`config.mk`:
```
export PLATFORM = sky130hd
export DESIGN_NAME = bubbleTimingTop
export DESIGN_NICKNAME = d
export VERILOG_FILES = /design/src/rtl/bubbleTimingPkg.sv /design/src/rtl/timingBus.sv /design/src/rtl/bubbleTimingTop.sv /design/src/rtl/positionTracker.sv /design/src/rtl/phaseDecoder.sv /design/src/rtl/rotationSequencer.sv /design/src/rtl/controlSynchronizer.sv
export VERILOG_INCLUDE_DIRS = /design/src /design/src/rtl
export SDC_FILE = /design/constraint.sdc
export NUM_CORES = 1
export LEC_CHECK = 0
export ABC_AREA = 1
export BUFFER_PORTS_ARGS = -buffer_cell sky130_fd_sc_hd__buf_2
export CORE_UTILIZATION = 25
export CTS_BUF_LIST = sky130_fd_sc_hd__clkbuf_4 sky130_fd_sc_hd__clkbuf_8
export CTS_CLUSTER_DIAMETER = 80
export DETAILED_ROUTE_END_ITERATION = 8
export PLACE_DENSITY = 0.48
export SKIP_LAST_GASP = 1
export SLEW_MARGIN = 5
export SYNTH_ARGS = -nofsm -noshare
export SYNTH_HDL_FRONTEND = slang
export SYNTH_SLANG_ARGS = --single-unit
```
`constraint.sdc`:
```
create_clock -name clock12MHz -period 2.05 [get_ports clock12MHz]
set_clock_uncertainty 0.2 [all_clocks]
set_input_delay 0.1025 -clock clock12MHz [delete_from_list [all_inputs] [get_ports clock12MHz]]
set_output_delay 0.1025 -clock clock12MHz [all_outputs]
set_load 0.02 [all_outputs]
```
`src/rtl/bubbleTiming_macros.svh`:
```
`ifndef BUBBLE_TIMING_MACROS_SVH
`define BUBBLE_TIMING_MACROS_SVH

// Datapath widths
`define STATE_WIDTH     8
`define POSITION_WIDTH  12

// Minor loop length, positions per loop
`define LOOP_POSITIONS  12'd2053

// Coil-run window, synchronizer delay already folded in
`define COIL_START      8'd18
`define COIL_END        8'd168

// Shift loop: counter wraps LOOP_TOP back to LOOP_RETURN
`define LOOP_TOP        8'd139
`define LOOP_RETURN     8'd20

// Wind-down shortcut, end of -X vector skips to the tail
`define XNEG_END        8'd45
`define STOP_JUMP       8'd166

// Replicator pulses, three counts each
`define REP_PULSE_A     8'd21
`define REP_PULSE_B     8'd141
`define REP_PULSE_LEN   8'd3

// Sense amplifier landmarks
`define CLAMP_START     8'd56   // Detector clamp released
`define STROBE_START    8'd78   // Data strobe opens
`define SENSE_END       8'd93   // Both close after this count

`endif
```
`src/rtl/bubbleTimingPkg.sv`:
```
`include "bubbleTiming_macros.svh"

package bubbleTimingPkg;

    // Rotation state count
    typedef logic [`STATE_WIDTH-1:0] stateCount_t;

    // Bubble position around the minor loop
    typedef logic [`POSITION_WIDTH-1:0] position_t;

    // Coil enables, bit order [+Y -Y -X +X], active high
    typedef logic [3:0] coilPhase_t;

    // Sequencer mode
    typedef enum logic [1:0]
    {
        seqIdle  = 2'd0,   // Field stopped, counter parked at 0
        seqShift = 2'd1,   // Field rotating, loop active
        seqStop  = 2'd2    // Finishing the rotation after shift drops
    } seqState_t;

    // Inclusive range check on the state count
    function automatic logic inWindow(input stateCount_t value,
                                      input stateCount_t low,
                                      input stateCount_t high);
        return (value >= low) && (value <= high);
    endfunction

endpackage

```
`src/rtl/timingBus.sv`:
```
interface timingBus import bubbleTimingPkg::*; ();

    // Synchronized controls
    logic        shiftActive;       // Shift request, gated by module select
    logic        replicatorActive;  // Replicator enable
    logic        pageSelect;        // Bootloop page select

    // Sequencer state
    stateCount_t stateCount;
    logic        coilRun;           // High while the field rotates

    // Synchronizer side
    modport sync
    (
        output shiftActive,
        output replicatorActive,
        output pageSelect
    );

    // Sequencer needs only the shift level
    modport seq
    (
        input  shiftActive,
        output stateCount,
        output coilRun
    );

    // Decoder watches everything
    modport dec
    (
        input  shiftActive,
        input  replicatorActive,
        input  pageSelect,
        input  stateCount,
        input  coilRun
    );

endinterface

```
`src/rtl/bubbleTimingTop.sv`:
```
module bubbleTimingTop import bubbleTimingPkg::*;
(
    input  logic       clock12MHz,
    input  logic       reset,

    // Controller requests, already active high
    input  logic       moduleSelect,
    input  logic       shiftRequest,
    input  logic       replicatorRequest,
    input  logic       bootloopRequest,

    // Field and sense timing
    output logic       coilRun,
    output coilPhase_t coilPhase,
    output logic       positionChange,
    output logic       dataOutNotice,
    output logic       dataOutStrobe,
    output logic       positionLatch,
    output logic       pageSelect,

    // Loop position
    output position_t  positionCount,
    output position_t  latchedPosition
);

    timingBus bus();

    controlSynchronizer synchronizer
    (
        .clock12MHz        (clock12MHz),
        .reset             (reset),
        .moduleSelect      (moduleSelect),
        .shiftRequest      (shiftRequest),
        .replicatorRequest (replicatorRequest),
        .bootloopRequest   (bootloopRequest),
        .bus               (bus.sync)
    );

    rotationSequencer sequencer
    (
        .clock12MHz (clock12MHz),
        .reset      (reset),
        .bus        (bus.seq)
    );

    phaseDecoder decoder
    (
        .bus            (bus.dec),
        .coilPhase      (coilPhase),
        .positionChange (positionChange),
        .positionLatch  (positionLatch),
        .dataOutNotice  (dataOutNotice),
        .dataOutStrobe  (dataOutStrobe)
    );

    positionTracker tracker
    (
        .clock12MHz      (clock12MHz),
        .reset           (reset),
        .positionChange  (positionChange),
        .positionLatch   (positionLatch),
        .positionCount   (positionCount),
        .latchedPosition (latchedPosition)
    );

    // Bus levels that leave the chip directly
    assign coilRun    = bus.coilRun;
    assign pageSelect = bus.pageSelect;

endmodule

```
`src/rtl/positionTracker.sv`:
```
`include "bubbleTiming_macros.svh"

module positionTracker import bubbleTimingPkg::*;
(
    input  logic      clock12MHz,
    input  logic      reset,

    input  logic      positionChange,
    input  logic      positionLatch,

    output position_t positionCount,
    output position_t latchedPosition
);

    logic changeDelayed;
    logic latchDelayed;
    logic changeEdge;
    logic latchEdge;

    // Strobes last several counts, act on the first one only
    assign changeEdge = positionChange & ~changeDelayed;
    assign latchEdge  = positionLatch & ~latchDelayed;

    always_ff @(posedge clock12MHz)
    begin
        if (reset)
        begin
            changeDelayed   <= 1'b0;
            latchDelayed    <= 1'b0;
            positionCount   <= '0;
            latchedPosition <= '0;
        end
        else
        begin
            changeDelayed <= positionChange;
            latchDelayed  <= positionLatch;

            if (changeEdge)
            begin
                // Wrap at the end of the minor loop
                if (positionCount == `LOOP_POSITIONS - 12'd1)
                    positionCount <= '0;
                else
                    positionCount <= positionCount + 12'd1;
            end

            if (latchEdge)
                latchedPosition <= positionCount;   // Value before any step this cycle
        end
    end

endmodule

```
`src/rtl/phaseDecoder.sv`:
```
`include "bubbleTiming_macros.svh"

module phaseDecoder import bubbleTimingPkg::*;
(
    timingBus.dec      bus,

    output coilPhase_t coilPhase,
    output logic       positionChange,
    output logic       positionLatch,
    output logic       dataOutNotice,
    output logic       dataOutStrobe
);

    coilPhase_t coilDecode;
    logic       fieldActive;
    logic       repWindow;
    logic       repPulse;

    // Vector walk around one rotation, [+Y -Y -X +X]
    always_comb
    begin
        case (bus.stateCount) inside
            [`COIL_START:`XNEG_END]: coilDecode = 4'b0010;   // -X
            [8'd46:8'd48]:           coilDecode = 4'b0110;   // -X into -Y
            [8'd49:8'd72]:           coilDecode = 4'b0100;   // -Y
            [8'd73:8'd79]:           coilDecode = 4'b0101;   // -Y into +X
            [8'd80:8'd105]:          coilDecode = 4'b0001;   // +X
            [8'd106:8'd109]:         coilDecode = 4'b1001;   // +X into +Y
            [8'd110:8'd137]:         coilDecode = 4'b1000;   // +Y
            [8'd138:`LOOP_TOP]:      coilDecode = 4'b1010;   // +Y into -X
            [8'd140:`COIL_END]:      coilDecode = 4'b0010;   // -X tail
            default:                 coilDecode = 4'b0000;
        endcase
    end

    // Coils only while the sequencer says the field runs
    assign coilPhase = bus.coilRun ? coilDecode : 4'b0000;

    // Bubble steps one position at the +Y/-X overlap
    assign positionChange = coilPhase[3] & coilPhase[1];

    // Sense amplifier, clamp released first then strobe
    assign dataOutNotice = inWindow(bus.stateCount, `CLAMP_START, `SENSE_END);
    assign dataOutStrobe = inWindow(bus.stateCount, `STROBE_START, `SENSE_END);

    // Rotating field, or a shift about to start it
    assign fieldActive = bus.coilRun | bus.shiftActive;

    // Two replicate slots, one early and one on the tail
    assign repWindow =
        inWindow(bus.stateCount, `REP_PULSE_A, `REP_PULSE_A + `REP_PULSE_LEN - 8'd1) ||
        inWindow(bus.stateCount, `REP_PULSE_B, `REP_PULSE_B + `REP_PULSE_LEN - 8'd1);

    assign repPulse = bus.replicatorActive & fieldActive & repWindow;

    // Latch only makes sense for the boot page
    assign positionLatch = repPulse & bus.pageSelect;

endmodule

```
`src/rtl/rotationSequencer.sv`:
```
`include "bubbleTiming_macros.svh"

module rotationSequencer import bubbleTimingPkg::*;
(
    input  logic  clock12MHz,
    input  logic  reset,

    timingBus.seq bus
);

    stateCount_t stateCount;
    stateCount_t countNext;
    seqState_t   seqState;
    seqState_t   stateNext;
    logic        coilRun;

    // Field runs across the whole coil window
    assign coilRun = inWindow(stateCount, `COIL_START, `COIL_END);

    always_comb
    begin
        countNext = '0;
        if (bus.shiftActive)
        begin
            // One full rotation is LOOP_RETURN..LOOP_TOP
            if (stateCount == `LOOP_TOP)
                countNext = `LOOP_RETURN;
            else
                countNext = stateCount + 8'd1;
        end
        else if (seqState == seqIdle || !coilRun)
        begin
            countNext = '0;   // Nothing rotating, park the counter
        end
        else if (inWindow(stateCount, `COIL_START, `XNEG_END - 8'd1))
        begin
            countNext = stateCount + 8'd1;   // Still in -X, finish it
        end
        else if (stateCount == `XNEG_END)
        begin
            // Skip the rest of the rotation, go to the -X tail
            countNext = `STOP_JUMP;
        end
        else if (inWindow(stateCount, `XNEG_END + 8'd1, `COIL_END))
        begin
            countNext = stateCount + 8'd1;   // Complete the running rotation
        end
        else
        begin
            countNext = '0;
        end
    end

    // Mode of the count that is about to be loaded
    always_comb
    begin
        if (bus.shiftActive)
            stateNext = seqShift;
        else if (inWindow(countNext, `COIL_START, `COIL_END))
            stateNext = seqStop;
        else
            stateNext = seqIdle;
    end

    always_ff @(posedge clock12MHz)
    begin
        if (reset)
        begin
            stateCount <= '0;
            seqState   <= seqIdle;
        end
        else
        begin
            stateCount <= countNext;
            seqState   <= stateNext;
        end
    end

    assign bus.stateCount = stateCount;
    assign bus.coilRun    = coilRun;

endmodule

```
`src/rtl/controlSynchronizer.sv`:
```
module controlSynchronizer
(
    input  logic   clock12MHz,
    input  logic   reset,

    input  logic   moduleSelect,
    input  logic   shiftRequest,
    input  logic   replicatorRequest,
    input  logic   bootloopRequest,

    timingBus.sync bus
);

    // Bit order {shift, replicator, page}
    logic [2:0] gatedRequest;
    logic [2:0] stageOne;
    logic [2:0] stageTwo;
    logic [2:0] stageThree;

    // Requests only count while the module is selected
    assign gatedRequest[2] = moduleSelect & shiftRequest;
    assign gatedRequest[1] = moduleSelect & replicatorRequest;
    assign gatedRequest[0] = moduleSelect & bootloopRequest;

    // Three stages, fixed three-cycle latency
    always_ff @(posedge clock12MHz)
    begin
        if (reset)
        begin
            stageOne   <= '0;
            stageTwo   <= '0;
            stageThree <= '0;
        end
        else
        begin
            stageOne   <= gatedRequest;
            stageTwo   <= stageOne;
            stageThree <= stageTwo;   // Sequencer landmarks assume this delay
        end
    end

    assign bus.shiftActive      = stageThree[2];
    assign bus.replicatorActive = stageThree[1];
    assign bus.pageSelect       = stageThree[0];

endmodule

```
==> impl_metrics.ini, run 1 <==
[status]
status = complete, but fails checks
violations = setup timing

[routing]
vias = 3124
ant_nets = 0
wl_met2_um = 4330
drt_iter0_drc = 184
routed.top_layer = met4
wl_met3_um = 302
via_per_inst = 4.46
drt-met1-wl_um = 4260
route.detailed.drc = 0
wl_per_cell_um = 12.8
drt_wl_total_um = 8980
first_pass_iters = 4

[power_and_ir_drop]
powerDensity_nw_per_um2 = 331
p_leak_uw = 0.00203
peakVddDrop_v = 0.000199

[die]
start_util_pct = 25.8
num_io_pins = 40
fp.coreArea_um2 = 10900
die_x_um = 108
die_y_um = 108
core.rowCount = 38
die_area_um2 = 11600

[grt]
grt_pass1_wl_um = 14000
grt_max_degree = 22
overflow = 0
antenna_found_initial = 0
track_usage_pct = 15.1
grt_pass1_vias = 2844

[setup_path]
critPathBufInv = 5
worst_setup_path_end_kind = output pin
max_stage_delay_ps = 390
critPathRequiredTime_ps = 1750
critical_path.max_fanout = 4
path_cells = inv_6 > ha_4 > inv_4 > o21ai_4 > o21ai_1 > nand2_1 > nand2_2 > nand2_2 > nand3_4 > nand2_4 > buf_6 > inv_2 > buf_6
crit_path_start_kind = register
worstPathArrival_ps = 1940
critPathSlowestCell = dfxtp_4
crit_family = simple AND/OR/NAND/NOR gates
worstSetupPathType = register to output pin

[layout]
area_delta_synth_final_pct = 61.7
design_area_um2 = 4540
drive_gt1_share_pct = 49.2
fin_nets = 572
antenna_cells = 0
fin_util_pct = 41.7
nFillCells = 1114
fin_cells = 701

[sta]
period_share_pct = 109
slew_headroom_pct = 64.2
finalCriticalPeriod_ps = 2240
setup_violations = 27
worst_pin_slew_ps = 538
max_freq_ghz = 0.446
hold_viol = 0
drv_slew = 0
layout_setup_ws_ps = -193
grt_setup_unrepaired = yes

[clock_network]
htreeDepth = 2
cts_buffer_depth = 2
clock_latency_ps = 300
cts_tree = built
clk_pin_slew_ps = 90
cts_num_sinks = 45
root_buffer = clkbuf_8
cts_buffers = 5

[synthesis]
yosysSeqAreaShare_pct = 32.1
synth_top_cell_area_share_pct = 32.1
avgSynthCellArea_um2 = 6.65
synth_cell_types = 38
synth_area_um2 = 2810
ys.flop_type = dfxtp_1
synth_edf_count = 0
synth_cells = 422
ys_ff_latch = 45
synth_area_leader_cell = dfxtp_1
syn-num-nets = 434
ys_warn_count = 0
synthArstFlopShare_pct = 0
synth.area.top_cells = dfxtp_1 32%, nand2_1 15%, nor2_1 7.5%

[min_path]
hold_class = input pin to register

[placed_design]
finalWeightedCongestion = 0.867
port-buffer-count = 39
dp.cells = 662
dp_hpwl_um = 6220
postPlaceCellArea_um2 = 3660

[flow_run]
maxCapViolCount = 0
## final cells by class
type / instances / area (um2) / area share (%)
multi-input cells: 312 / 2000 / 44.0
repair buffers: 143 / 1130 / 24.8
flip-flops and latches: 45 / 926 / 20.4
inverters: 53 / 221 / 4.88
well taps: 140 / 175 / 3.86
clock buffers: 5 / 68.8 / 1.52
clock inverters: 3 / 21.3 / 0.469
## cell families after synthesis
group | after synthesis | synth area share, %
simple gates | 249 | 41.6
buf+inv | 66 | 10.2
compound gates | 49 | 11.2
flops | 45 | 32.1
xor+xnor | 7 | 2.19
fa+ha+maj | 6 | 2.68
## worst reg2reg max path, stage by stage, from the launching register on
cell and delay (ps):
dfxtp_4 390, inv_6 90, buf_6 100, nand2_2 40, nor2_1 80, nand2_1 90, nand3_4 140, buf_6 110
buf_6 80, nand2_4 50, nor2_4 120, nand3_2 90, nand2_4 120, nand4_1 100, nor2_1 120, nand2_1 50
nand2_1 50, nor2_1 40
## registers in the layout (all words and copies together), names as in the netlist
name,count
sequencer.seqState,2
synchronizer.stageTwo,3
synchronizer.stageOne,3
tracker.latchedPosition,12
sequencer.bus.stateCount,8
synchronizer.stageThree,3
tracker.changeDelayed,1
tracker.latchDelayed,1
tracker.positionCount,12
## power breakdown
part | leakage [uW] | switching [uW] | internal, uW | total, uW
registers | 0.000369 | 2.45 | 871 | 873
logic | 0.00161 | 31.6 | 22.1 | 53.7
clock network | 0.0000445 | 332 | 243 | 574
## layer usage
| metal | global-route usage (%) | vias up |
|---|---|---|
| met2 | 25.0 | 57 |
| met5 | 0 | - |
| li1 | - | 1621 |
| met3 | 1.57 | 6 |
| met1 | 21.1 | 1440 |
| met4 | 3.62 | 0 |
## cells in the mapped netlist (4+ instances only)
cell type,number
a21oi_1,19
a21oi_2,10
buf_6,4
clkbuf_1,5
dfxtp_1,45
ha_1,6
inv_1,40
inv_2,13
nand2_1,109
nand2_2,7
nand3_1,25
nand3_2,8
nand4_1,8
nor2_1,56
nor2_2,5
nor3_1,12
o21ai_0,6
o21ai_1,5
or2_0,6
or2_2,5
xor2_1,6
## what timing repair did
action | in CTS | in global routing
endpoints found under the hold margin | 3 | 0
buffers inserted | 11 | 13
hold buffers | 6 | 0
gates cloned | 0 | 1
resized for setup | 66 | 86
pin swaps | 15 | 39
setup endpoints to repair | 40 | 42
## path summary, 6_finish.rpt
path	startpoint	endpoint	slack, ps	depth (start not counted)
worst max register to register	sequencer.bus.stateCount[0]	sequencer.seqState[1]	-120	17
worst min register to register	synchronizer.stageTwo[1]	synchronizer.stageThree[1]	200	2
worst min-delay path	reset	synchronizer.stageOne[2]	70	2
worst max-delay path	sequencer.bus.stateCount[0]	positionChange	-190	13
## stage by stage
step	power [uW]	hold WS [ps]	worst slack, ps	setup TNS [ps]
after floorplan	923	16.3	5.50	0
after global placement	938	122	-224	-2800
after detailed placement	939	128	-249	-3640
after CTS	1520	19.6	-166	-752
after global routing	1560	84.0	-315	-5020
final	1500	65.5	-193	-1460
## cell usage in the layout, fill, tap and decap left out, drive strengths merged, types with 2 or more instances in the layout
cell type      n
a211oi         3
a21oi         29
buf          137
clkbuf         5
clkinv         2
dfxtp         45
dlygate4sd3    6
ha             6
inv           53
nand2        117
nand3         33
nand4          8
nor2          65
nor3          12
o21ai         11
or2           13
xor2           6
(Power assumes the default switching activity.)
==> run 2: changes to the inputs <==
- PLACE_DENSITY: 0.48 -> 0.46
- clock period: 2.05 -> 2.7 ns (I/O delays scaled with it)
==> impl_metrics.ini, run 2 (synthesized netlist as in run 1, its figures left out) <==
[die]
core.rowCount = 38
die_area_um2 = 11600
num_io_pins = 40
fp.coreArea_um2 = 10900
die_y_um = 108
die_x_um = 108
start_util_pct = 25.8

[clock_network]
cts_num_sinks = 45
root_buffer = clkbuf_8
htreeDepth = 2
cts_tree = built
cts_buffer_depth = 2
clk_pin_slew_ps = 100
postCtsSetupBuffers = 0
clock_latency_ps = 300
cts_buffers = 5

[flow_run]
maxCapViolCount = 0

[routing]
vias = 2762
ant_nets = 0
wl_per_cell_um = 12.4
via_per_inst = 4.57
route.detailed.drc = 0
drt_wl_total_um = 7490
drt_iter0_drc = 177
first_pass_iters = 5

[setup_path]
worstPathArrival_ps = 2380
crit_path_start_kind = register
worstSetupPathType = register to register
crit_start = sequencer.bus.stateCount[3]
critPathRequiredTime_ps = 2660
r2r_setup_slack_ps = 280
timing.rr.end = tracker.positionCount[7]
worstReg2RegStart = sequencer.bus.stateCount[3]
r2r_cells = 11
worst_setup_path_end_kind = register
critical_path.max_fanout = 11

[grt]
overflow = 0
grt_max_degree = 46
antenna_found_initial = 0
track_usage_pct = 13.4
grt_pass1_vias = 2594
grt_pass1_wl_um = 12500

[power_and_ir_drop]
peakVddDrop_v = 0.000191
powerDensity_nw_per_um2 = 348
p_total_uw = 1130
p_leak_uw = 0.00144

[status]
status = finished clean

[layout]
area_delta_synth_final_pct = 16.2
largestRegisters = tracker.latchedPosition: 12 flops, tracker.positionCount: 12 flops, sequencer.bus.stateCount: 8 flops
fin_util_pct = 29.9
drive_gt1_share_pct = 22.6
final_common_cell = nand2_1
antenna_cells = 0
final_cell_mix = 109 x nand2_1, 56 x nor2_1, 45 x dfxtp_1
nFillCells = 1215
fin_nets = 476

[sta]
period_share_pct = 89.8
setup_tns_ps = 0
drv_slew = 0
worst_pin_slew_ps = 980
slew_headroom_pct = 34.6
grt_setup_unrepaired = no
hold_viol = 0
finalCriticalPeriod_ps = 2420
max_freq_ghz = 0.412
layout_setup_ws_ps = 275
hold-worst-slack_ps = 204
setup_violations = 0

[placed_design]
dp_hpwl_um = 5570
dp_slack_ps = 201
finalWeightedCongestion = 0.898
port-buffer-count = 39

[min_path]
min_path_cells = 2
hold_class = register to register
worstHoldEndpoint = synchronizer.stageTwo[0]
worstHoldStart = synchronizer.stageOne[0]
## run 2: changes by cell type in the layout (fill, tap and decap cells not counted), sizes merged
cell    before  now
inv         53   54
clkinv       2    1
buf        137   42
or2         13   12
## run 2: how the worst max path moves through the flow
stage,endpoint,slack (ps),cells after the start
2_1_floorplan,tracker.positionCount[8],500,15
3_3_place_gp,tracker.positionCount[9],310,11
3_5_place_dp,tracker.positionCount[8],200,15
4_1_cts,positionChange,190,12
5_1_grt,tracker.positionCount[7],60,15
6_report,tracker.positionCount[7],280,11
## run 2: cell type report
type | instances | area, um2 | share of cell area (%)
Clock buffer | 5 | 68.8 | 2.11
Timing Repair Buffer | 48 | 278 | 8.52
Inverter | 53 | 199 | 6.10
Tap cell | 140 | 175 | 5.37
Clock inverter | 3 | 21.3 | 0.652
Sequential cell | 45 | 901 | 27.6
Multi-Input combinational cell | 311 | 1620 | 49.6
## run 2: metal layers
metal	track usage (%)	vias to the layer above	part of all wire, %
met5	0	-	0
met4	3.72	0	0.93
met3	1.51	5	3.0
met2	21.0	56	45
met1	19.2	1279	51
li1	-	1422	-
## run 2: timing repair
item                                   4_1_cts  5_1_grt
endpoints found under the hold margin        3        0
resized for setup                            0        1
hold buffers                                 6        0
setup endpoints to repair                    0        8
## run 2: critical path, cell delays in order (launching register included)
cell and delay [ps]:
dfxtp_1 520, nand2_2 170, nor2_2 230, nand3_1 100
nand2_1 170, o21ai_1 140, nand3_2 130, nand2_4 90
nor2_8 200, inv_2 150, nand2_1 100, a21oi_2 50
## run 2: power breakdown
group	internal (uW)	switching [uW]
logic	11.4	19.4
registers	667	1.32
clock network	184	251
## run 2: metrics by stage
| step | instances | instance area (um2) |
|---|---|---|
| 3_3_place_gp | 591 | 3110 |
| 3_5_place_dp | 591 | 3110 |
| 6_report | 605 | 3260 |
| 4_1_cts | 605 | 3260 |
| 5_1_grt | 605 | 3260 |
| 2_1_floorplan | 422 | 2810 |
==> run 3: changes to the inputs <==
- clock period: 2.7 -> 2.76 ns (I/O delays scaled with it)
==> impl_metrics.ini, run 3 (synthesized netlist as in run 1, its figures left out) <==
[clock_network]
root_buffer = clkbuf_8
cts_buffer_depth = 2
cts_num_sinks = 45
postCtsSetupBuffers = 0
cts_tree = built
htreeDepth = 2
clk_pin_slew_ps = 90
cts_buffers = 5
clock_latency_ps = 300

[setup_path]
crit_path_start_kind = register
critical_path.max_fanout = 11
worstReg2RegStart = sequencer.bus.stateCount[3]
worstPathArrival_ps = 2360
worstSetupPathType = register to register
critPathRequiredTime_ps = 2720
crit_start = sequencer.bus.stateCount[3]
worst_setup_path_end_kind = register

[layout]
fin_nets = 476
antenna_cells = 0
fin_util_pct = 29.9
drive_gt1_share_pct = 22.6
final_cell_mix = 109 x nand2_1, 56 x nor2_1, 45 x dfxtp_1
final_common_cell = nand2_1
area_delta_synth_final_pct = 16.2
largestRegisters = tracker.latchedPosition: 12 flops, tracker.positionCount: 12 flops, sequencer.bus.stateCount: 8 flops
nFillCells = 1210
fin_cells = 605

[sta]
period_share_pct = 87.2
drv_slew = 0
setup_tns_ps = 0
worst_pin_slew_ps = 962
grt_setup_unrepaired = no
hold_viol = 0
setup_violations = 0
finalCriticalPeriod_ps = 2410
slew_headroom_pct = 35.8
max_freq_ghz = 0.415

[routing]
via_per_inst = 4.55
drt_iter0_drc = 143
route.detailed.drc = 0
drt_wl_total_um = 7360
vias = 2755
first_pass_iters = 4
ant_nets = 0
wl_per_cell_um = 12.2

[die]
die_area_um2 = 11600
die_y_um = 108
die_x_um = 108
fp.coreArea_um2 = 10900
num_io_pins = 40
start_util_pct = 25.8
core.rowCount = 38

[power_and_ir_drop]
p_total_uw = 1110
peakVddDrop_v = 0.000184
powerDensity_nw_per_um2 = 339
p_leak_uw = 0.00144

[placed_design]
dp_hpwl_um = 5580
port-buffer-count = 39
dp.cells = 591
finalWeightedCongestion = 0.898

[grt]
antenna_found_initial = 0
grt_max_degree = 46
grt_pass1_wl_um = 12400
overflow = 0
track_usage_pct = 13.3
grt_pass1_vias = 2518

[flow_run]
maxCapViolCount = 0

[min_path]
hold_class = register to register
worstHoldStart = synchronizer.stageOne[1]

[status]
status = finished clean
run 3: cell counts in the layout (fill, tap and decap cells not counted):
Identical to the previous run, type by type.
run 3: final timing paths:
kind,to,slack [ps],cells after the start
worst max register to register,tracker.positionCount[8],350,11
worst min register to register,synchronizer.stageTwo[1],200,2
worst max-delay path,tracker.positionCount[8],350,11
worst min-delay path,synchronizer.stageTwo[1],200,2
run 3: metrics by stage:
step	instance area, um2	worst slack (ps)	hold WS [ps]
after floorplan	2810	563	51.8
after global placement	3110	366	163
after detailed placement	3110	266	164
after CTS	3260	242	206
after global routing	3260	95.7	214
final	3260	353	203
run 3: per-layer routing:
metal,GRT usage [%],routed length [um]
met3,1.51,335
met2,20.7,3280
met5,0,0
met1,19.4,3650
met4,3.42,89
run 3: where the power goes:
part	internal (uW)	switching [uW]	leakage, uW	total [uW]
Combinational	11.1	18.5	0.00103	29.6
Sequential	653	1.27	0.000363	654
Clock	180	242	0.0000445	422
Total	844	262	0.00144	1110
run 3: worst max-delay path, stage by stage, from the launching register on:
cell     delay (ps)
dfxtp_1         500
nand2_2         170
nor2_2          220
nand3_1         100
nand2_1         180
o21ai_1         150
nand3_2         130
nand2_4          80
nor2_8          200
inv_2           150
nand2_1         100
a21oi_2          50
run 3: repair_timing:
| item | CTS | global route |
|---|---|---|
| resized for setup | 0 | 1 |
| endpoints found under the setup margin | 0 | 13 |
| hold buffers | 6 | 0 |
| endpoints found under the hold margin | 3 | 0 |
run 3: final cells by class:
type                       instances  area, um2  area share (%)
clock buffer                       5       68.8            2.11
tap                              140        175            5.37
clock inverter                     3       21.3           0.652
inverter                          53        199            6.10
timing repair buffer              48        278            8.52
sequential                        45        901            27.6
multi-input combinational        311       1620            49.6
